### src/erx_pkg.sv
package erx_pkg;

   localparam logic [11:0] CHIP_ID      = 12'h999;    // Own page, dstaddr[31:20]
   localparam logic [31:0] BURST_STRIDE = 32'd8;      // Step between burst beats
   localparam int          MBOX_DEPTH   = 8;          // Mailbox entries
   localparam int          MBOX_AW      = $clog2(MBOX_DEPTH);
   localparam logic [19:0] MBOX_ADDR    = 20'hf0320;  // Mailbox offset in own page

   // Link packet, write bit at the low end
   typedef struct packed {
      logic [31:0] srcaddr;   // Return address for reads
      logic [31:0] data;
      logic [31:0] dstaddr;
      logic [4:0]  ctrlmode;
      logic [1:0]  datamode;
      logic        write;     // 1 write, 0 read
   } emesh_packet_t;

   // Register index from dstaddr[5:2]
   typedef enum logic [3:0] {
      REG_RXCFG     = 4'd0,
      REG_RXSTATUS  = 4'd1,
      REG_RXOFFSET  = 4'd2,
      REG_RXIDELAY0 = 4'd3,
      REG_RXIDELAY1 = 4'd4,
      REG_RXMAILBOX = 4'd5
   } reg_addr_t;

   typedef enum logic [1:0] {
      REMAP_NONE    = 2'd0,
      REMAP_STATIC  = 2'd1,
      REMAP_DYNAMIC = 2'd2
   } remap_mode_t;

   // Values double as output register index
   typedef enum logic [1:0] {
      DEST_WR   = 2'd0,
      DEST_RD   = 2'd1,
      DEST_RR   = 2'd2,
      DEST_MBOX = 2'd3
   } dest_t;

   typedef struct packed {
      logic        cfg_en;    // Register file select
      logic        mbox_en;   // Mailbox select
      logic        we;
      reg_addr_t   addr;
      logic [31:0] din;
   } mi_bus_t;

   typedef struct packed {
      remap_mode_t mode;
      logic [11:0] sel;       // Bits of dstaddr[31:20] to replace
      logic [11:0] pattern;   // Replacement bits
      logic [31:0] base;      // Dynamic offset
   } remap_cfg_t;

endpackage

### src/erx_protocol.sv
`timescale 1ns/1ps

module erx_protocol (
   input  logic                   clk,
   input  logic                   rst_n,
   input  logic                   stall,       // Freeze from arbiter
   input  logic                   rx_access,   // Already qualified by waits
   input  logic                   rx_burst,
   input  erx_pkg::emesh_packet_t rx_packet,
   output logic                   out_access,
   output erx_pkg::emesh_packet_t out_packet
);

   logic [31:0]            last_dstaddr;  // Previous accepted address
   erx_pkg::emesh_packet_t pkt_next;

   always_comb begin
      pkt_next = rx_packet;
      if (rx_burst) begin
         pkt_next.dstaddr = last_dstaddr + erx_pkg::BURST_STRIDE;  // Burst continuation
      end
   end

   always_ff @(posedge clk) begin
      if (!rst_n) begin
         out_access   <= 1'b0;
         out_packet   <= '0;
         last_dstaddr <= '0;
      end else if (!stall) begin
         out_access <= rx_access;
         out_packet <= pkt_next;
         if (rx_access) begin
            last_dstaddr <= pkt_next.dstaddr;
         end
      end
   end

   // Bursts only exist for write streams
   a_burst_write : assert property (@(posedge clk) disable iff (!rst_n)
      rx_access && rx_burst |-> rx_packet.write);

endmodule

### src/erx_remap.sv
`timescale 1ns/1ps

module erx_remap (
   input  logic                   clk,
   input  logic                   rst_n,
   input  logic                   stall,
   input  erx_pkg::remap_cfg_t    remap,
   input  logic                   in_access,
   input  erx_pkg::emesh_packet_t in_packet,
   output logic                   out_access,
   output erx_pkg::emesh_packet_t out_packet
);

   erx_pkg::emesh_packet_t pkt_next;
   logic [11:0]            page;        // Upper address bits

   assign page = in_packet.dstaddr[31:20];

   always_comb begin
      pkt_next = in_packet;
      case (remap.mode)
         erx_pkg::REMAP_STATIC: begin
            // Selected page bits come from pattern
            pkt_next.dstaddr[31:20] = (remap.pattern & remap.sel) | (page & ~remap.sel);
         end
         erx_pkg::REMAP_DYNAMIC: begin
            pkt_next.dstaddr = in_packet.dstaddr + remap.base;  // Offset add
         end
         default: begin
            pkt_next = in_packet;  // Pass as is
         end
      endcase
   end

   always_ff @(posedge clk) begin
      if (!rst_n) begin
         out_access <= 1'b0;
         out_packet <= '0;
      end else if (!stall) begin
         out_access <= in_access;
         out_packet <= pkt_next;
      end
   end

endmodule

### src/erx_cfg.sv
`timescale 1ns/1ps

module erx_cfg (
   input  logic                clk,
   input  logic                rst_n,
   input  erx_pkg::mi_bus_t    mi,
   output logic [31:0]         rdata,
   input  logic [4:0]          status_in,       // Wait levels
   input  logic                mbox_overflow,
   output logic                overflow_clr,    // Status read clears sticky bit
   output erx_pkg::remap_cfg_t remap,
   output logic                mailbox_irq_en,
   output logic [44:0]         idelay_value,
   output logic                load_taps
);

   logic [26:0] rxcfg;
   logic [31:0] rxoffset;
   logic [31:0] idelay0;
   logic [12:0] idelay1;    // Upper taps
   logic        cfg_wr;
   logic        tap_wr_q;   // IDELAY1 written last cycle

   assign cfg_wr = mi.cfg_en & mi.we;
   assign overflow_clr = mi.cfg_en & ~mi.we & (mi.addr == erx_pkg::REG_RXSTATUS);

   // RXCFG fields
   assign remap.mode     = erx_pkg::remap_mode_t'(rxcfg[1:0]);
   assign remap.sel      = rxcfg[13:2];
   assign remap.pattern  = rxcfg[25:14];
   assign remap.base     = rxoffset;
   assign mailbox_irq_en = rxcfg[26];
   assign idelay_value   = {idelay1, idelay0};

   always_ff @(posedge clk) begin
      if (!rst_n) begin
         rxcfg     <= '0;
         rxoffset  <= '0;
         idelay0   <= '0;
         idelay1   <= '0;
         tap_wr_q  <= 1'b0;
         load_taps <= 1'b0;
      end else begin
         if (cfg_wr) begin
            case (mi.addr)
               erx_pkg::REG_RXCFG:     rxcfg    <= mi.din[26:0];
               erx_pkg::REG_RXOFFSET:  rxoffset <= mi.din;
               erx_pkg::REG_RXIDELAY0: idelay0  <= mi.din;
               erx_pkg::REG_RXIDELAY1: idelay1  <= mi.din[12:0];
               default: ;              // Read only or mailbox
            endcase
         end
         tap_wr_q  <= cfg_wr && (mi.addr == erx_pkg::REG_RXIDELAY1);
         load_taps <= tap_wr_q & ~load_taps;  // Back to back writes give one pulse
      end
   end

   // Combinational read mux
   always_comb begin
      case (mi.addr)
         erx_pkg::REG_RXCFG:     rdata = {5'b0, rxcfg};
         erx_pkg::REG_RXSTATUS:  rdata = {26'b0, mbox_overflow, status_in};
         erx_pkg::REG_RXOFFSET:  rdata = rxoffset;
         erx_pkg::REG_RXIDELAY0: rdata = idelay0;
         erx_pkg::REG_RXIDELAY1: rdata = {19'b0, idelay1};
         default:                rdata = '0;
      endcase
   end

   // Single strobe, two cycles after an IDELAY1 write
   a_load_taps_pulse : assert property (@(posedge clk) disable iff (!rst_n)
      load_taps |-> $past(cfg_wr && (mi.addr == erx_pkg::REG_RXIDELAY1), 2) &&
                    !$past(load_taps));

endmodule

### src/erx_cfgif.sv
`timescale 1ns/1ps

module erx_cfgif (
   input  logic                   clk,
   input  logic                   rst_n,
   input  logic                   cfg_access_in,
   input  erx_pkg::emesh_packet_t cfg_packet_in,
   output erx_pkg::mi_bus_t       mi,
   input  logic [31:0]            cfg_rdata,
   input  logic [31:0]            mbox_rdata,
   output logic                   resp_access,
   output erx_pkg::emesh_packet_t resp_packet,
   input  logic                   resp_wait,     // Arbiter busy on rxrr
   output logic                   cfg_wait
);

   logic             take;       // Request for this chip accepted
   erx_pkg::reg_addr_t addr;

   assign cfg_wait = resp_access;  // One response in flight
   assign addr     = erx_pkg::reg_addr_t'(cfg_packet_in.dstaddr[5:2]);
   assign take     = cfg_access_in & ~cfg_wait &
                     (cfg_packet_in.dstaddr[31:20] == erx_pkg::CHIP_ID);

   always_comb begin
      mi.cfg_en  = take & (addr != erx_pkg::REG_RXMAILBOX);
      mi.mbox_en = take & (addr == erx_pkg::REG_RXMAILBOX);
      mi.we      = cfg_packet_in.write;
      mi.addr    = addr;
      mi.din     = cfg_packet_in.data;
   end

   always_ff @(posedge clk) begin
      if (!rst_n) begin
         resp_access <= 1'b0;
         resp_packet <= '0;
      end else if (take && !cfg_packet_in.write) begin
         resp_access          <= 1'b1;
         resp_packet.write    <= 1'b1;                    // Response is a write back
         resp_packet.datamode <= cfg_packet_in.datamode;
         resp_packet.ctrlmode <= cfg_packet_in.ctrlmode;
         resp_packet.dstaddr  <= cfg_packet_in.srcaddr;   // Swap addresses
         resp_packet.srcaddr  <= cfg_packet_in.dstaddr;
         resp_packet.data     <= mi.mbox_en ? mbox_rdata : cfg_rdata;
      end else if (!resp_wait) begin
         resp_access <= 1'b0;  // Taken by arbiter
      end
   end

endmodule

### src/erx_mailbox.sv
`timescale 1ns/1ps

module erx_mailbox (
   input  logic             clk,
   input  logic             rst_n,
   input  logic             mbox_access,   // Write strobe from arbiter
   input  logic [31:0]      mbox_data,
   input  erx_pkg::mi_bus_t mi,
   output logic [31:0]      rdata,
   input  logic             irq_en,
   output logic             overflow,      // Sticky
   input  logic             overflow_clr,
   output logic             mailbox_irq
);

   logic [31:0]                 fifo_mem [erx_pkg::MBOX_DEPTH];
   logic [erx_pkg::MBOX_AW-1:0] wr_ptr;
   logic [erx_pkg::MBOX_AW-1:0] rd_ptr;
   logic [erx_pkg::MBOX_AW:0]   count;
   logic                        push;
   logic                        pop;
   logic                        full;
   logic                        empty;

   assign full  = count == (erx_pkg::MBOX_AW + 1)'(erx_pkg::MBOX_DEPTH);
   assign empty = count == '0;
   assign push  = mbox_access & ~full;             // Dropped when full
   assign pop   = mi.mbox_en & ~mi.we & ~empty;    // Read pops head

   assign rdata       = empty ? 32'b0 : fifo_mem[rd_ptr];
   assign mailbox_irq = ~empty & irq_en;

   always_ff @(posedge clk) begin
      if (push) begin
         fifo_mem[wr_ptr] <= mbox_data;
      end
   end

   always_ff @(posedge clk) begin
      if (!rst_n) begin
         wr_ptr   <= '0;
         rd_ptr   <= '0;
         count    <= '0;
         overflow <= 1'b0;
      end else begin
         if (push) begin
            wr_ptr <= wr_ptr + 1'b1;  // Wraps at depth
         end
         if (pop) begin
            rd_ptr <= rd_ptr + 1'b1;
         end
         count <= count + (erx_pkg::MBOX_AW + 1)'(push) - (erx_pkg::MBOX_AW + 1)'(pop);
         if (mbox_access && full) begin
            overflow <= 1'b1;  // Set wins over clear
         end else if (overflow_clr) begin
            overflow <= 1'b0;
         end
      end
   end

endmodule

### src/erx_arbiter.sv
`timescale 1ns/1ps

module erx_arbiter (
   input  logic                   clk,
   input  logic                   rst_n,
   input  logic                   in_access,
   input  erx_pkg::emesh_packet_t in_packet,
   input  logic                   cfg_access,    // Config read response
   input  erx_pkg::emesh_packet_t cfg_packet,
   input  logic                   rxwr_wait,
   input  logic                   rxrd_wait,
   input  logic                   rxrr_wait,
   output logic                   stall,
   output logic                   cfg_wait,
   output logic                   mbox_access,
   output logic [31:0]            mbox_data,
   output logic                   rxwr_access,
   output erx_pkg::emesh_packet_t rxwr_packet,
   output logic                   rxrd_access,
   output erx_pkg::emesh_packet_t rxrd_packet,
   output logic                   rxrr_access,
   output erx_pkg::emesh_packet_t rxrr_packet
);

   erx_pkg::dest_t         dest;
   logic [2:0]             out_acc;      // Indexed by dest_t
   logic [2:0]             hold_wait;
   logic [2:0]             load;
   erx_pkg::emesh_packet_t out_pkt  [3];
   erx_pkg::emesh_packet_t load_pkt [3];
   logic                   stream_go;    // Stream item moves this cycle
   logic                   cfg_take;

   always_comb begin
      if (!in_packet.write) begin
         dest = erx_pkg::DEST_RD;
      end else if (in_packet.dstaddr[31:20] != erx_pkg::CHIP_ID) begin
         dest = erx_pkg::DEST_WR;  // Foreign page
      end else if (in_packet.dstaddr[19:0] == erx_pkg::MBOX_ADDR) begin
         dest = erx_pkg::DEST_MBOX;
      end else begin
         dest = erx_pkg::DEST_RR;  // Own page write
      end
   end

   assign hold_wait = {rxrr_wait, rxrd_wait, rxwr_wait};
   assign stall     = |(out_acc & hold_wait);  // Any held item blocked
   assign stream_go = in_access & ~stall;
   // Stream has priority on rxrr
   assign cfg_take  = cfg_access & ~(out_acc[erx_pkg::DEST_RR] & rxrr_wait) &
                      ~(stream_go & (dest == erx_pkg::DEST_RR));
   assign cfg_wait  = cfg_access & ~cfg_take;

   always_comb begin
      for (int i = 0; i < 3; i++) begin
         load[i]     = stream_go && (dest == erx_pkg::dest_t'(i));
         load_pkt[i] = in_packet;
      end
      if (cfg_take) begin
         load[erx_pkg::DEST_RR]     = 1'b1;
         load_pkt[erx_pkg::DEST_RR] = cfg_packet;
      end
   end

   always_ff @(posedge clk) begin
      if (!rst_n) begin
         out_acc     <= '0;
         mbox_access <= 1'b0;
         mbox_data   <= '0;
         for (int i = 0; i < 3; i++) begin
            out_pkt[i] <= '0;
         end
      end else begin
         mbox_access <= stream_go && (dest == erx_pkg::DEST_MBOX);  // One cycle strobe
         if (stream_go && (dest == erx_pkg::DEST_MBOX)) begin
            mbox_data <= in_packet.data;
         end
         for (int i = 0; i < 3; i++) begin
            if (load[i]) begin
               out_acc[i] <= 1'b1;
               out_pkt[i] <= load_pkt[i];
            end else if (!hold_wait[i]) begin
               out_acc[i] <= 1'b0;  // Consumed
            end
         end
      end
   end

   assign rxwr_access = out_acc[erx_pkg::DEST_WR];
   assign rxwr_packet = out_pkt[erx_pkg::DEST_WR];
   assign rxrd_access = out_acc[erx_pkg::DEST_RD];
   assign rxrd_packet = out_pkt[erx_pkg::DEST_RD];
   assign rxrr_access = out_acc[erx_pkg::DEST_RR];
   assign rxrr_packet = out_pkt[erx_pkg::DEST_RR];

   // Blocked output holds steady until its wait drops
   for (genvar g = 0; g < 3; g++) begin : g_hold_chk
      a_hold : assert property (@(posedge clk) disable iff (!rst_n)
         out_acc[g] && hold_wait[g] |=> out_acc[g] && $stable(out_pkt[g]));
   end

endmodule

### src/erx_core.sv
`timescale 1ns/1ps

module erx_core (
   input  logic                   clk,
   input  logic                   rst_n,
   input  logic                   rx_access,
   input  logic                   rx_burst,
   input  erx_pkg::emesh_packet_t rx_packet,
   output logic                   rx_wr_wait,
   output logic                   rx_rd_wait,
   output logic                   rxwr_access,
   output erx_pkg::emesh_packet_t rxwr_packet,
   input  logic                   rxwr_wait,
   output logic                   rxrd_access,
   output erx_pkg::emesh_packet_t rxrd_packet,
   input  logic                   rxrd_wait,
   output logic                   rxrr_access,
   output erx_pkg::emesh_packet_t rxrr_packet,
   input  logic                   rxrr_wait,
   input  logic                   erx_cfg_access,
   input  erx_pkg::emesh_packet_t erx_cfg_packet,
   output logic                   erx_cfg_wait,
   output logic [44:0]            idelay_value,
   output logic                   load_taps,
   output logic                   mailbox_irq
);

   logic                   rx_take;        // Packet accepted this cycle
   logic                   stall;
   logic                   prot_access;
   erx_pkg::emesh_packet_t prot_packet;
   logic                   remap_access;
   erx_pkg::emesh_packet_t remap_packet;
   erx_pkg::remap_cfg_t    remap_cfg;
   erx_pkg::mi_bus_t       mi;
   logic [31:0]            cfg_rdata;
   logic [31:0]            mbox_rdata;
   logic                   resp_access;
   erx_pkg::emesh_packet_t resp_packet;
   logic                   resp_wait;
   logic                   mailbox_irq_en;
   logic                   mbox_access;
   logic [31:0]            mbox_data;
   logic                   mbox_overflow;
   logic                   overflow_clr;

   assign rx_wr_wait = stall | rxwr_wait | rxrr_wait;  // Own page writes exit on rxrr
   assign rx_rd_wait = stall | rxrd_wait;
   assign rx_take    = rx_access & ~(rx_packet.write ? rx_wr_wait : rx_rd_wait);

   erx_protocol u_erx_protocol (
      .clk(clk), .rst_n(rst_n), .stall(stall),
      .rx_access(rx_take), .rx_burst(rx_burst), .rx_packet(rx_packet),
      .out_access(prot_access), .out_packet(prot_packet));

   erx_remap u_erx_remap (
      .clk(clk), .rst_n(rst_n), .stall(stall), .remap(remap_cfg),
      .in_access(prot_access), .in_packet(prot_packet),
      .out_access(remap_access), .out_packet(remap_packet));

   erx_arbiter u_erx_arbiter (
      .clk(clk), .rst_n(rst_n),
      .in_access(remap_access), .in_packet(remap_packet),
      .cfg_access(resp_access), .cfg_packet(resp_packet),
      .rxwr_wait(rxwr_wait), .rxrd_wait(rxrd_wait), .rxrr_wait(rxrr_wait),
      .stall(stall), .cfg_wait(resp_wait),
      .mbox_access(mbox_access), .mbox_data(mbox_data),
      .rxwr_access(rxwr_access), .rxwr_packet(rxwr_packet),
      .rxrd_access(rxrd_access), .rxrd_packet(rxrd_packet),
      .rxrr_access(rxrr_access), .rxrr_packet(rxrr_packet));

   erx_cfgif u_erx_cfgif (
      .clk(clk), .rst_n(rst_n),
      .cfg_access_in(erx_cfg_access), .cfg_packet_in(erx_cfg_packet),
      .mi(mi), .cfg_rdata(cfg_rdata), .mbox_rdata(mbox_rdata),
      .resp_access(resp_access), .resp_packet(resp_packet),
      .resp_wait(resp_wait), .cfg_wait(erx_cfg_wait));

   erx_cfg u_erx_cfg (
      .clk(clk), .rst_n(rst_n), .mi(mi), .rdata(cfg_rdata),
      .status_in({rx_rd_wait, rx_wr_wait, rxrr_wait, rxrd_wait, rxwr_wait}),
      .mbox_overflow(mbox_overflow), .overflow_clr(overflow_clr),
      .remap(remap_cfg), .mailbox_irq_en(mailbox_irq_en),
      .idelay_value(idelay_value), .load_taps(load_taps));

   erx_mailbox u_erx_mailbox (
      .clk(clk), .rst_n(rst_n),
      .mbox_access(mbox_access), .mbox_data(mbox_data),
      .mi(mi), .rdata(mbox_rdata), .irq_en(mailbox_irq_en),
      .overflow(mbox_overflow), .overflow_clr(overflow_clr),
      .mailbox_irq(mailbox_irq));

endmodule

### config.mk
export PLATFORM = sky130hd
export DESIGN_NAME = erx_core
export DESIGN_NICKNAME = d
export VERILOG_FILES = /design/src/erx_pkg.sv /design/src/erx_protocol.sv /design/src/erx_remap.sv /design/src/erx_cfg.sv /design/src/erx_cfgif.sv /design/src/erx_mailbox.sv /design/src/erx_arbiter.sv /design/src/erx_core.sv
export SDC_FILE = /design/constraint.sdc
export NUM_CORES = 2
export LEC_CHECK = 0
export ABC_AREA = 1
export BUFFER_PORTS_ARGS = -buffer_cell sky130_fd_sc_hd__buf_4
export CAP_MARGIN = 40
export CORE_UTILIZATION = 55
export DETAILED_ROUTE_END_ITERATION = 10
export GPL_ROUTABILITY_DRIVEN = 0
export PLACE_DENSITY = 0.8
export SETUP_SLACK_MARGIN = 0.3
export SLEW_MARGIN = 0
export SYNTH_ARGS = -nofsm -noshare
export SYNTH_HDL_FRONTEND = slang
export SYNTH_SLANG_ARGS = --single-unit
### constraint.sdc
create_clock -name clk -period 5.8 [get_ports clk]
set_clock_uncertainty 0.1 [all_clocks]
set_input_delay 1.16 -clock clk [delete_from_list [all_inputs] [get_ports clk]]
set_output_delay 1.16 -clock clk [all_outputs]
set_load 0.005 [all_outputs]
==> summary.txt <==
Status
  – Outcome: finished clean

Global route
  – Global-route wire length before repair: 204000 µm
  – Largest net degree at the start of global routing: 236
  – Vias in the first global route: 34100
  – GR Overflow Total: 0
  – Initial antenna violation count: 16
  – Global Route Usage Sum: 33.2%

Logic synthesis
  – Top FF cell, synth: edfxtp_1
  – Top cells by area, synth: edfxtp_1 (39%), dfxtp_1 (23%), nand2_1 (7.9%)
  – Syn Inst Count: 4614
  – Most frequent cell after synthesis: nand2_1
  – Register area share after synthesis: 62.2%
  – Area leader, netlist: edfxtp_1
  – FF+latch count, synth: 1071
  – Post-synthesis xor/xnor area fraction: 0.442%
  – Largest family of logic cells by synthesized area: compound AO/OA/AOI/OAI gates
  – Synth top cells by count: nand2_1 (915), edfxtp_1 (568), a21oi_1 (554), dfxtp_1 (503), nor2_1 (461)
  – Synth Net Count: 4874
  – Mux contribution to synthesized area: 0.987%
  – Synth top area share: 39.1%
  – Ys Warns: 0
  – Post-synth EDFFs: 568
  – Synth cell types: 49
  – Post-synthesis simple-gate area fraction: 13.8%
  – Compound-gate portion of the synthesized area: 14.8%
  – Adder-cell area share of the yosys netlist: 1.30%
  – Netlist Area Pre-Place: 43600 µm²
  – Average size of a mapped cell: 9.46 µm²
  – Asr flop ratio synth: 0%

Detailed routing
  – Vias/cell: 5.82
  – First drt pass iteration count: 8
  – Per-cell routed wire length: 22.1 µm
  – Routed WL: 138000 µm
  – DRC viols: 0
  – DR vias: 36300
  – Starting DRT DRC Count: 4678
  – Antenna-violating nets left: 0

STA
  – Hold Vio Cnt, Final: 0
  – Hold WS: 322 ps
  – Fmax: 241 MHz
  – Post-route clock period utilization: 71.6%
  – Worst-Margin Slew: 1180 ps
  – Final setup violating endpoints: 0
  – Final min period: 4150 ps
  – RSZ-0062 raised after global routing: false
  – Final Max Slew Viols: 0
  – Max_slew headroom: 21.0%
  – Final TNS setup: 0 ps

Hold path
  – Min-delay worst type: reg2reg
  – Hold Startpoint: u_erx_cfg.load_taps

Cells and area
  – P&R area growth vs syn: 20.7%
  – Share of post-route cells with drive strength above 1: 17.0%
  – Net count, final: 5359

Worst setup path
  – Crit path cell chain: buf_4 > nand2_1 > nand3_4 > inv_4 > nand2_1 > buf_4
  – Worst Setup End Kind: output pin
  – Setup CP Type: in2out
  – Launch point of the worst path: rxrr_wait
  – WP data arrival: 2890 ps
  – CP required: 4540 ps
  – CP max stage delay: 600 ps
  – CP Launch Type: primary input
  – Crit path max fanout: 56
  – CP bufs+invs: 3
  – Slowest CP cell: inv_4
  – Reg2reg start: u_erx_arbiter.out_acc[2]
  – Top delay family on crit path: buffers and inverters

Placed design
  – Hpwl dp: 94200 µm
  – Number of port buffers: 580

Clock network
  – CTS buffer count: 106
  – Clk slew on worst S/H paths: 60 ps
  – CTS Hold Bufs: 0
  – Buffer count from post-CTS setup fixing: 0
  – Clk sinks: 1071
  – Max Root-Sink Buffers: 3
  – CTS root buffer: clkbuf_16
  – Post-CTS sizing: 0
  – H-Tree Depth: 3
  – CTS tree: done
  – Worst-Skew Late Latency: 680 ps

Run
  – Max-cap viol count: 0

Power and ir drop
  – Leakage power: 0.0203 µW
  – Peak VDD IR: 0.383 mV
  – PD cells: 307 nW/µm²

Die
  – Core Footprint: 78000 µm²
  – Starting Density: 55.9%
  – Chip width: 284 µm
  – Die height: 284 µm
  – DIE AREA: 80400 µm²
  – Cell row count: 102
  – Ports: 581
-- final cells by class --
type,instances,area (µm²)
antenna,12,30.0
clock buffer,150,3110
clock inverter,51,546
fill,5817,25300
inverter,445,1680
multi-input combinational,2830,13700
sequential,1071,27100
tap,1040,1300
timing repair buffer,645,5130
-- cells by family (layout without fill, tap and decap cells) --
| kind of cell | count (synthesis) | after routing |
|---|---|---|
| fa+ha+maj | 44 | 44 |
| flops | 1071 | 1071 |
| compound gates | 1193 | 1193 |
| xor+xnor | 22 | 22 |
| mux | 43 | 43 |
| buf+inv | 713 | 1291 |
| other cells | 0 | 12 |
| simple gates | 1528 | 1528 |
-- registers in the layout (all words and copies together) (netlist names), 3 cells and up, named ones only --
| name | flops |
|---|---|
| u_erx_arbiter.out_acc | 3 |
| u_erx_cfg.idelay1 | 13 |
| u_erx_mailbox.wr_ptr | 3 |
| u_erx_arbiter.mbox_data | 32 |
| u_erx_protocol.out_packet | 104 |
| u_erx_remap.out_packet | 104 |
| u_erx_mailbox.count | 4 |
| u_erx_arbiter.out_pkt | 312 |
| u_erx_mailbox.rd_ptr | 3 |
| u_erx_cfgif.resp_packet | 104 |
| u_erx_cfg.idelay0 | 32 |
| u_erx_mailbox.fifo_mem | 256 |
| u_erx_protocol.last_dstaddr | 32 |
| u_erx_cfg.rxcfg | 27 |
| u_erx_cfg.rxoffset | 32 |
-- worst paths after layout --
check                                    to  slack [ps]  depth (start not counted)
max                              rx_wr_wait        1650                          6
min                     u_erx_cfg.load_taps         320                          1
max reg2reg  u_erx_protocol.last_dstaddr[9]        2250                         10
min reg2reg             u_erx_cfg.load_taps         320                          1
-- report_power, final --
| part | switching, µW | leakage, µW | internal (µW) | total, µW |
|---|---|---|---|---|
| Combinational | 498 | 0.00946 | 338 | 836 |
| Sequential | 124 | 0.00910 | 8130 | 8250 |
| Clock | 2980 | 0.00178 | 4080 | 7060 |
| Total | 3610 | 0.0203 | 12500 | 16100 |
-- per-stage QoR --
step / utilization [%] / area, µm² / worst slack (ps) / power [µW] / cells
after global routing: 67.5 / 52700 / 1490 / 16600 / 6240
after detailed placement: 62.8 / 49000 / 1350 / 9230 / 6031
final: 67.5 / 52700 / 1650 / 16100 / 6244
after global placement: 62.5 / 48700 / 1280 / 9210 / 6018
after floorplan: - / 43600 / 1020 / 8750 / 4614
after CTS: 67.5 / 52600 / 1700 / 16200 / 6232
-- placed cells by master, fill, tap and decap left out, types with 13 or more instances in the layout --
cell type,count
xor2_1,15
clkbuf_16,109
ha_1,42
o211ai_1,28
buf_12,13
clkbuf_8,23
nand3_1,90
o21ai_0,458
clkbuf_1,18
a21oi_1,554
o221ai_1,16
buf_4,622
nor2_1,451
dfxtp_1,500
inv_1,435
clkinv_2,19
a21oi_2,20
o32ai_1,23
edfxtp_1,568
nor3_1,15
o22ai_1,51
nand4_1,17
nand2_1,912
mux2i_1,43
-- per-layer routing --
metal  up-vias  GRT usage [%]  share of wire (%)
li1      16500              -                  -
met1     17100           41.1                 36
met2      2254           54.3                 47
met3       458           6.84                 10
met4         8           18.7                6.2
met5         -              0              0.033
-- worst reg2reg max path, cell delays in order, from the launching register on --
cell and delay, ps:
dfxtp_1 330, nand2_1 140, nand3_4 490, inv_4 610, nand2_1 180, nand2_1 90
nand2_1 400, inv_1 590, buf_8 240, o21ai_0 90, a31oi_1 200
No activity file was read; power rests on OpenSTA's default activity.
